===== src/include/exe_consts.svh =====
`ifndef EXE_CONSTS_SVH
`define EXE_CONSTS_SVH

// data path and address width
`define EXE_XLEN 32

// one-hot ALU operation count
`define EXE_ALU_OPS 19

// exception code vector carried down the pipe
`define EXE_EXC_W 6

// shift-subtract cycles per division, one per quotient bit
`define EXE_DIV_ITERS 32

`endif

===== src/logic/exe_pkg.sv =====
`include "exe_consts.svh"

package exe_pkg;

    typedef logic [`EXE_XLEN-1:0] word_t;

    // field order sets the bit order, op_add is the msb
    typedef struct packed {
        logic op_add;
        logic op_sub;
        logic op_slt;
        logic op_sltu;
        logic op_and;
        logic op_or;
        logic op_nor;
        logic op_xor;
        logic op_sll;
        logic op_srl;
        logic op_sra;
        logic op_lui;
        logic op_mul;
        logic op_mulh;
        logic op_mulhu;
        logic op_div;
        logic op_mod;
        logic op_divu;
        logic op_modu;
    } alu_op_t;

    typedef struct packed {
        logic st_b;
        logic st_h;
        logic st_w;
    } st_op_t;

    typedef struct packed {
        logic ld_b;
        logic ld_bu;
        logic ld_h;
        logic ld_hu;
        logic ld_w;
    } ld_op_t;

    typedef struct packed {
        alu_op_t               alu_op;
        logic                  res_from_mem;
        word_t                 alu_src1;
        word_t                 alu_src2;
        logic                  csr_re;
        logic                  rf_we;
        logic [4:0]            rf_waddr;
        word_t                 rkd_value;
        word_t                 pc;
        st_op_t                st_op;
        ld_op_t                ld_op;
        logic                  rdcntvh;
        logic                  rdcntvl;
        logic [`EXE_EXC_W-1:0] exc;
    } ds2es_bus_t;

    typedef struct packed {
        ld_op_t                ld_op;
        word_t                 pc;
        logic [`EXE_EXC_W-1:0] exc;
        logic                  ale;
    } es2ms_bus_t;

    typedef struct packed {
        logic       csr_re;
        logic       res_from_mem;
        logic       rf_we;
        logic [4:0] rf_waddr;
        word_t      result;
    } es_fwd_t;

endpackage


===== src/logic/exe_stage.sv =====
`timescale 1ns/1ps
`include "exe_consts.svh"

module exe_stage (
    input  logic                   clk,
    input  logic                   resetn,
    input  logic                   ds2es_valid,
    input  exe_pkg::ds2es_bus_t    ds2es_bus,
    output logic                   es_allowin,
    input  logic                   ms_allowin,
    output logic                   es2ms_valid,
    output exe_pkg::es2ms_bus_t    es2ms_bus,
    output exe_pkg::es_fwd_t       es_fwd,
    output logic                   data_sram_en,
    output logic [`EXE_XLEN/8-1:0] data_sram_we,
    output exe_pkg::word_t         data_sram_addr,
    output exe_pkg::word_t         data_sram_wdata,
    input  logic                   ms_ex,
    input  logic                   wb_ex
);
    import exe_pkg::*;

    ds2es_bus_t               es_bus;
    logic                     es_valid;
    logic                     es_first;
    logic                     es_ready_go;
    logic                     es_load;
    logic                     es_kill;
    logic                     es_ale;
    word_t                    alu_result;
    word_t                    es_result;
    logic [2*`EXE_XLEN-1:0]   stable_cnt;

    assign es_load     = ds2es_valid & es_allowin;
    assign es_allowin  = ~es_valid | (es_ready_go & ms_allowin);
    assign es2ms_valid = es_valid & es_ready_go;

    // a flush from writeback wins over a new capture
    always_ff @(posedge clk) begin
        if (!resetn) begin
            es_valid <= 1'b0;
        end else if (wb_ex) begin
            es_valid <= 1'b0;
        end else if (es_allowin) begin
            es_valid <= ds2es_valid;
        end
    end

    // marks the first valid cycle of each instruction
    always_ff @(posedge clk) begin
        if (!resetn) begin
            es_first <= 1'b0;
        end else begin
            es_first <= es_load & ~wb_ex;
        end
    end

    always_ff @(posedge clk) begin
        if (es_load) begin
            es_bus <= ds2es_bus;
        end
    end

    // free-running 64-bit counter for rdcntvl/rdcntvh
    always_ff @(posedge clk) begin
        if (!resetn) begin
            stable_cnt <= '0;
        end else begin
            stable_cnt <= stable_cnt + 1'b1;
        end
    end

    exe_alu i_exe_alu (
        .clk        (clk),
        .resetn     (resetn),
        .op_valid   (es_valid),
        .op_new     (es_first),
        .alu_op     (es_bus.alu_op),
        .alu_src1   (es_bus.alu_src1),
        .alu_src2   (es_bus.alu_src2),
        .alu_result (alu_result),
        .complete   (es_ready_go)
    );

    // later exceptions or one already on this instruction block the store
    assign es_kill = ms_ex | wb_ex | (|es_bus.exc);

    exe_mem_req i_exe_mem_req (
        .mem_valid    (es_valid),
        .res_from_mem (es_bus.res_from_mem),
        .st_op        (es_bus.st_op),
        .ld_op        (es_bus.ld_op),
        .addr         (alu_result),
        .store_data   (es_bus.rkd_value),
        .kill         (es_kill),
        .ale          (es_ale),
        .sram_en      (data_sram_en),
        .sram_we      (data_sram_we),
        .sram_addr    (data_sram_addr),
        .sram_wdata   (data_sram_wdata)
    );

    assign es_result = es_bus.rdcntvh ? stable_cnt[2*`EXE_XLEN-1:`EXE_XLEN] :
                       es_bus.rdcntvl ? stable_cnt[`EXE_XLEN-1:0] : alu_result;

    assign es2ms_bus.ld_op = es_bus.ld_op;
    assign es2ms_bus.pc    = es_bus.pc;
    assign es2ms_bus.exc   = es_bus.exc;
    assign es2ms_bus.ale   = es_ale;

    // decode only sees the flags while this stage holds something
    assign es_fwd.csr_re       = es_bus.csr_re & es_valid;
    assign es_fwd.res_from_mem = es_bus.res_from_mem & es_valid;
    assign es_fwd.rf_we        = es_bus.rf_we & es_valid;
    assign es_fwd.rf_waddr     = es_bus.rf_waddr;
    assign es_fwd.result       = es_result;

endmodule


===== src/logic/exe_mem_req.sv =====
`timescale 1ns/1ps
`include "exe_consts.svh"

module exe_mem_req (
    input  logic                      mem_valid,
    input  logic                      res_from_mem,
    input  exe_pkg::st_op_t           st_op,
    input  exe_pkg::ld_op_t           ld_op,
    input  exe_pkg::word_t            addr,
    input  exe_pkg::word_t            store_data,
    input  logic                      kill,
    output logic                      ale,
    output logic                      sram_en,
    output logic [`EXE_XLEN/8-1:0]    sram_we,
    output exe_pkg::word_t            sram_addr,
    output exe_pkg::word_t            sram_wdata
);
    import exe_pkg::*;

    logic [`EXE_XLEN/8-1:0] byte_en;
    logic                   word_acc;
    logic                   half_acc;

    assign word_acc = st_op.st_w | ld_op.ld_w;
    assign half_acc = st_op.st_h | ld_op.ld_h | ld_op.ld_hu;

    // word needs both low bits clear, halfword only bit 0
    assign ale = mem_valid & ((word_acc & (|addr[1:0])) | (half_acc & addr[0]));

    // lane enables from store width and address offset
    always_comb begin
        byte_en = '0;
        if (st_op.st_w) begin
            byte_en = 4'b1111;
        end else if (st_op.st_h) begin
            byte_en = addr[1] ? 4'b1100 : 4'b0011;
        end else if (st_op.st_b) begin
            byte_en = 4'b0001 << addr[1:0];
        end
    end

    // narrow stores land in every lane, byte enables pick the right one
    assign sram_wdata = st_op.st_b ? {4{store_data[7:0]}}  :
                        st_op.st_h ? {2{store_data[15:0]}} : store_data;

    assign sram_en   = mem_valid & (res_from_mem | (|st_op));
    assign sram_we   = (mem_valid & ~kill & ~ale) ? byte_en : '0;
    assign sram_addr = {addr[`EXE_XLEN-1:2], 2'b00};

endmodule


===== src/logic/exe_alu.sv =====
`timescale 1ns/1ps
`include "exe_consts.svh"

module exe_alu (
    input  logic             clk,
    input  logic             resetn,
    input  logic             op_valid,
    input  logic             op_new,
    input  exe_pkg::alu_op_t alu_op,
    input  exe_pkg::word_t   alu_src1,
    input  exe_pkg::word_t   alu_src2,
    output exe_pkg::word_t   alu_result,
    output logic             complete
);
    import exe_pkg::*;

    localparam int SH_W = $clog2(`EXE_XLEN);

    logic [`EXE_ALU_OPS-1:0]               op_sel;
    logic [`EXE_ALU_OPS-1:0][`EXE_XLEN-1:0] op_res;
    logic [SH_W-1:0]                       shamt;
    word_t                                 add_res;
    word_t                                 sub_res;
    logic signed [`EXE_XLEN:0]             mul_a;
    logic signed [`EXE_XLEN:0]             mul_b;
    logic signed [2*`EXE_XLEN+1:0]         mul_prod;
    logic                                  is_div;
    logic                                  div_signed;
    logic                                  div_start;
    logic                                  div_cancel;
    logic                                  div_busy;
    logic                                  div_done;
    logic                                  div_held;
    word_t                                 div_quo;
    word_t                                 div_rem;
    word_t                                 div_now;
    word_t                                 div_res_q;
    word_t                                 div_out;

    assign op_sel = alu_op;
    assign shamt  = alu_src2[SH_W-1:0];

    assign add_res = alu_src1 + alu_src2;
    assign sub_res = alu_src1 - alu_src2;

    // one extra bit so a single signed multiplier covers mulh and mulhu
    assign mul_a    = {alu_op.op_mulh & alu_src1[`EXE_XLEN-1], alu_src1};
    assign mul_b    = {alu_op.op_mulh & alu_src2[`EXE_XLEN-1], alu_src2};
    assign mul_prod = mul_a * mul_b;

    assign is_div     = alu_op.op_div | alu_op.op_mod | alu_op.op_divu | alu_op.op_modu;
    assign div_signed = alu_op.op_div | alu_op.op_mod;
    assign div_start  = op_valid & op_new & is_div;
    // abandon a running division once the instruction is gone
    assign div_cancel = div_busy & ~op_valid;

    exe_divider i_exe_divider (
        .clk       (clk),
        .resetn    (resetn),
        .start     (div_start),
        .cancel    (div_cancel),
        .is_signed (div_signed),
        .dividend  (alu_src1),
        .divisor   (alu_src2),
        .quotient  (div_quo),
        .remainder (div_rem),
        .busy      (div_busy),
        .done      (div_done)
    );

    assign div_now = (alu_op.op_div | alu_op.op_divu) ? div_quo : div_rem;

    always_ff @(posedge clk) begin
        if (!resetn) begin
            div_held <= 1'b0;
        end else if (!op_valid || op_new) begin
            div_held <= 1'b0;
        end else if (div_done) begin
            div_held <= 1'b1;
        end
    end

    always_ff @(posedge clk) begin
        if (div_done) begin
            div_res_q <= div_now;
        end
    end

    assign div_out = div_done ? div_now : div_res_q;

    // a held result belongs to the previous instruction until op_new clears it
    assign complete = ~is_div | div_done | (div_held & ~op_new);

    // same order as the fields of alu_op_t
    assign op_res = {
        add_res,
        sub_res,
        word_t'($signed(alu_src1) < $signed(alu_src2)),
        word_t'(alu_src1 < alu_src2),
        alu_src1 & alu_src2,
        alu_src1 | alu_src2,
        ~(alu_src1 | alu_src2),
        alu_src1 ^ alu_src2,
        alu_src1 << shamt,
        alu_src1 >> shamt,
        word_t'($signed(alu_src1) >>> shamt),
        alu_src2,
        mul_prod[`EXE_XLEN-1:0],
        mul_prod[2*`EXE_XLEN-1:`EXE_XLEN],
        mul_prod[2*`EXE_XLEN-1:`EXE_XLEN],
        div_out,
        div_out,
        div_out,
        div_out
    };

    always_comb begin
        alu_result = '0;
        for (int i = 0; i < `EXE_ALU_OPS; i++) begin
            alu_result = alu_result | (op_res[i] & {`EXE_XLEN{op_sel[i]}});
        end
    end

endmodule


===== src/logic/exe_divider.sv =====
`timescale 1ns/1ps
`include "exe_consts.svh"

module exe_divider (
    input  logic           clk,
    input  logic           resetn,
    input  logic           start,
    input  logic           cancel,
    input  logic           is_signed,
    input  exe_pkg::word_t dividend,
    input  exe_pkg::word_t divisor,
    output exe_pkg::word_t quotient,
    output exe_pkg::word_t remainder,
    output logic           busy,
    output logic           done
);
    import exe_pkg::*;

    localparam int CNT_W = $clog2(`EXE_DIV_ITERS);
    localparam logic [CNT_W-1:0] LAST_ITER = CNT_W'(`EXE_DIV_ITERS - 1);

    word_t              dividend_mag;
    word_t              divisor_mag;
    word_t              quo_q;
    word_t              rem_q;
    word_t              dsr_q;
    word_t              quo_next;
    word_t              rem_next;
    logic [`EXE_XLEN:0] trial;
    logic [CNT_W-1:0]   iter_cnt;
    logic               neg_quo;
    logic               neg_rem;
    logic               by_zero;

    // work on magnitudes, fix signs at the end
    assign dividend_mag = (is_signed && dividend[`EXE_XLEN-1]) ? -dividend : dividend;
    assign divisor_mag  = (is_signed && divisor[`EXE_XLEN-1]) ? -divisor : divisor;

    // shift next dividend bit into the partial remainder, try the subtract
    assign trial    = {rem_q, quo_q[`EXE_XLEN-1]} - {1'b0, dsr_q};
    assign rem_next = trial[`EXE_XLEN] ? {rem_q[`EXE_XLEN-2:0], quo_q[`EXE_XLEN-1]}
                                       : trial[`EXE_XLEN-1:0];
    assign quo_next = {quo_q[`EXE_XLEN-2:0], ~trial[`EXE_XLEN]};

    always_ff @(posedge clk) begin
        if (!resetn) begin
            busy     <= 1'b0;
            iter_cnt <= '0;
        end else if (cancel) begin
            busy <= 1'b0;
        end else if (start) begin
            busy     <= 1'b1;
            iter_cnt <= '0;
        end else if (busy) begin
            iter_cnt <= iter_cnt + 1'b1;
            if (done) begin
                busy <= 1'b0;
            end
        end
    end

    always_ff @(posedge clk) begin
        if (start) begin
            quo_q   <= dividend_mag;
            rem_q   <= '0;
            dsr_q   <= divisor_mag;
            neg_quo <= is_signed & (dividend[`EXE_XLEN-1] ^ divisor[`EXE_XLEN-1]);
            neg_rem <= is_signed & dividend[`EXE_XLEN-1];
            by_zero <= (divisor == '0);
        end else if (busy) begin
            quo_q <= quo_next;
            rem_q <= rem_next;
        end
    end

    // results come straight off the last step, valid while done is high
    assign done = busy & (iter_cnt == LAST_ITER);

    // remainder keeps the dividend sign, so x / 0 leaves x here
    assign quotient  = by_zero ? '1 : (neg_quo ? -quo_next : quo_next);
    assign remainder = neg_rem ? -rem_next : rem_next;

endmodule


===== config.mk =====
export PLATFORM = sky130hd
export DESIGN_NAME = exe_stage
export DESIGN_NICKNAME = d
export VERILOG_FILES = /design/src/logic/exe_pkg.sv /design/src/logic/exe_stage.sv /design/src/logic/exe_mem_req.sv /design/src/logic/exe_alu.sv /design/src/logic/exe_divider.sv
export VERILOG_INCLUDE_DIRS = /design/src /design/src/include
export SDC_FILE = /design/constraint.sdc
export NUM_CORES = 2
export LEC_CHECK = 0
export BUFFER_PORTS_ARGS = -buffer_cell sky130_fd_sc_hd__buf_4
export CAP_MARGIN = 20
export CORE_ASPECT_RATIO = 1.75
export CORE_UTILIZATION = 29
export DETAILED_ROUTE_END_ITERATION = 8
export PLACE_DENSITY = 0.53
export SLEW_MARGIN = 20
export SYNTH_ARGS = -nofsm -noshare
export SYNTH_HDL_FRONTEND = slang
export SYNTH_SLANG_ARGS = --single-unit

===== constraint.sdc =====
create_clock -name clk -period 16.4 [get_ports clk]
set_clock_uncertainty 0.05 [all_clocks]
set_input_delay 3.28 -clock clk [delete_from_list [all_inputs] [get_ports clk]]
set_output_delay 3.28 -clock clk [all_outputs]
set_load 0.02 [all_outputs]

==> results summary <==
The first global-routing pass estimated 476000 µm of wire. TritonCTS built the clock tree. The routing usage on met2 came out at 0.497. Derived from the worst setup path, the maximum achievable clock frequency is 64.0 MHz.

The post-route antenna net violation count came out at 0. The post-route minimum period is 15620 ps. For this configuration, the core starts out at a cell density of 0.292. The clock drives 375 sinks.

The sum of overflow across all layers after global routing came out at 0. The critical-path cell with the highest stage delay is nor3_1. The fraction of registers with async set/reset is 0. The detailed-route wire length per cell is 31.1 µm. STA puts the critical path data required time at 13070 ps. The area used by sequential logic in the layout is 9890 µm². Headroom to the max-slew limit came out at 0.123.

The number of levels in the clock H-tree came out at 2. The actual transition at the worst max-transition pin is 1300 ps. The number of synthesized flops with an enable pin is 238.

The number of maximum-capacitance violations came out at 0. The final count of negative-setup-slack endpoints came out at 0. After clock tree synthesis, the repair step resized 0 gates.

The CTS buffer count came out at 48. After floorplanning, the core was divided into 233 placement rows. The clock passes through at most 3 buffers. The number of setup buffers added after CTS is 0. The worst setup path is captured at an output pin. After synthesis, the netlist uses 108 different library cells. The critical path contains buffers and inverters numbering 6 combined. The area of the core came out at 230000 µm². The final sum of negative setup slack is 0 ps. For this run, the slowest stage of the critical path takes 910 ps. The first-iteration detailed-routing DRC count is 5471. The netlist area before placement is 67100 µm².

The worst setup path is launched from a register. The count of pins on the block boundary came out at 332. The number of instances in the synthesized netlist is 7745. The total half-perimeter wirelength after legalization and detailed placement came out at 267000 µm.

The number of nets in the layout came out at 9477. Of all nets on the critical path, the largest fanout is 12. The worst endpoint data arrival time is 12290 ps. The count of yosys warnings during synthesis came out at 0.

The footprint of the multi-input gates came out at 50000 µm². For this run, global-route usage on met1 was measured as 0.300. The number of fillers in the final layout is 24239.

The die outline area is 234000 µm². The via count came out at 59604. The maximum number of pins on one net before global-route repair came out at 78. After clock tree synthesis, the flow added hold-fix buffers numbering 0. The global routing stage identified its most utilized layer as met2. The number of global-route vias before repair is 63237. The average cell area after synthesis came out at 8.67 µm². The share of the Yosys chip area taken by registers is 0.147. The worst hold path belongs to the class reg2reg. The total count of max-transition violations in the final report came out at 0. In the global route stage, overall resource usage came out at 0.288. The top cell family by delay on the critical path is adder cells. The post-route clock period utilization came out at 0.953.

From bottom edge to top edge, the die measures 639 µm. Setup repair after global routing left no endpoint under its margin. The routed design has 340000 µm of wire. The total of buffers placed on input and output ports is 329. The master cell of the clock root buffer is clkbuf_16. The via density per instance is 5.45. The cell that appears most often on the critical path is fa_1. The chip width came out at 366 µm. The first-pass detailed-route iteration total came out at 6.

For this run, global-route usage on met3 was measured as 0.0472. In this run, synthesis produced a sequential element count of 375. The most used flip-flop cell after synthesis is edfxtp_1.

The number of failing hold endpoints at the final stage is 0. The share of layout cells above drive strength 1 came out at 0.0999. The DRC violations left is 0. The initial antenna violation count is 29.

The critical path in this run is classified as reg2out. Routability-driven placement finished with a final weighted congestion of 1.07. The clock input transition at the sequential cells of the worst setup and hold paths is 80 ps.

Relative to the synthesized area, the layout overhead comes to 11.4%. The later-pin clock latency in the skew report came out at 710 ps. The run finished with clean final reports.
[worst reg2reg max path, stage by stage (launching register included)]
cell and delay, ps:
edfxtp_1 550, inv_1 120, ha_1 180, inv_1 60, fa_1 450, a211oi_2 280, o21a_4 250, a2111oi_4 120
o2111a_2 340, nor3_2 650, nor2_8 0, buf_4 350, inv_4 460, nor2_1 120, a21oi_1 170, ha_1 330
o21ai_1 320, a211oi_2 470, a31oi_1 170, xnor2_1 470, nand2_1 120, nand2_1 90, o21ai_0 70
[final timing paths]
kind	startpoint	to	slack (ps)	depth (start not counted)
worst max-delay path	es_bus[157]	es_fwd[27]	780	26
worst min-delay path	i_exe_alu.div_res_q[10]	i_exe_alu.div_res_q[10]	400	2
worst max register to register	i_exe_alu.i_exe_divider.quo_q[31]	i_exe_alu.div_res_q[30]	10080	22
worst min register to register	i_exe_alu.div_res_q[10]	i_exe_alu.div_res_q[10]	400	2
[cells in the mapped netlist, types with 102 or more instances]
cell,instances,area [µm²]
nand3_1,113,566
fa_1,1128,22600
edfxtp_1,238,7150
dfxtp_1,137,2740
mux2i_1,136,1360
a21oi_1,263,1320
clkbuf_1,339,1270
ha_1,348,4350
xnor2_1,216,1890
inv_1,1323,4970
buf_1,102,383
o21ai_0,336,1680
nand2_1,942,3540
nor2_1,798,3000
[area by class of cell]
class,instances,area share
Sequential cell,375,0.132
Clock buffer,60,0.0169
Multi-Input combinational cell,5482,0.668
Inverter,1352,0.0679
Clock inverter,30,0.00607
Antenna cell,19,0.000636
Tap cell,3055,0.0511
Timing Repair Buffer,565,0.0573
[sequential cells by signal, summed over array words and instances, names as in the netlist, 5 cells and up]
signal and count:
i_exe_alu.i_exe_divider.iter_cnt 5, es_bus 123, es_fwd 5, i_exe_alu.i_exe_divider.rem_q 32, i_exe_alu.i_exe_divider.dsr_q 32, es2ms_bus 43, stable_cnt 64, i_exe_alu.div_res_q 32
i_exe_alu.i_exe_divider.quo_q 32
[cells by family after synthesis]
| logic type | count (synthesis) | synth area share |
|---|---|---|
| xor gates and xnor gates | 291 | 0.0380 |
| and+or+nand+nor | 2312 | 0.150 |
| other | 1 | 0.0000558 |
| AOI/OAI and AO/OA | 1220 | 0.121 |
| buffers and inverters | 1889 | 0.110 |
| adders and majority gates | 1476 | 0.401 |
| DFF | 375 | 0.147 |
| muxes | 181 | 0.0323 |
[metal layers]
metal	part of all wire	routed length, µm
met1	0.34	115000
met2	0.49	166000
met3	0.064	21700
met4	0.11	37000
met5	0.00014	46
[cells in the final DEF, fill, tap and decap left out, types with 214 or more instances in the layout]
| cell | n |
|---|---|
| a21oi_1 | 262 |
| buf_4 | 559 |
| edfxtp_1 | 238 |
| fa_1 | 1128 |
| ha_1 | 348 |
| inv_1 | 1317 |
| nand2_1 | 941 |
| nor2_1 | 796 |
| o21ai_0 | 331 |
| xnor2_1 | 214 |
[stage by stage]
stage	std cells	area (µm²)	worst slack (ps)	utilization	hold WS [ps]
final	10938	74800	777	0.325	405
after global routing	10924	74800	777	0.325	423
after CTS	10917	74700	777	0.325	403
after detailed placement	10827	73000	1570	0.317	392
after global placement	10825	73000	1690	0.317	387
after floorplan	7746	67200	3340	-	360
Power is not shown: default switching activity piles up to over one toggle a cycle in this logic, so the estimate is an artifact.
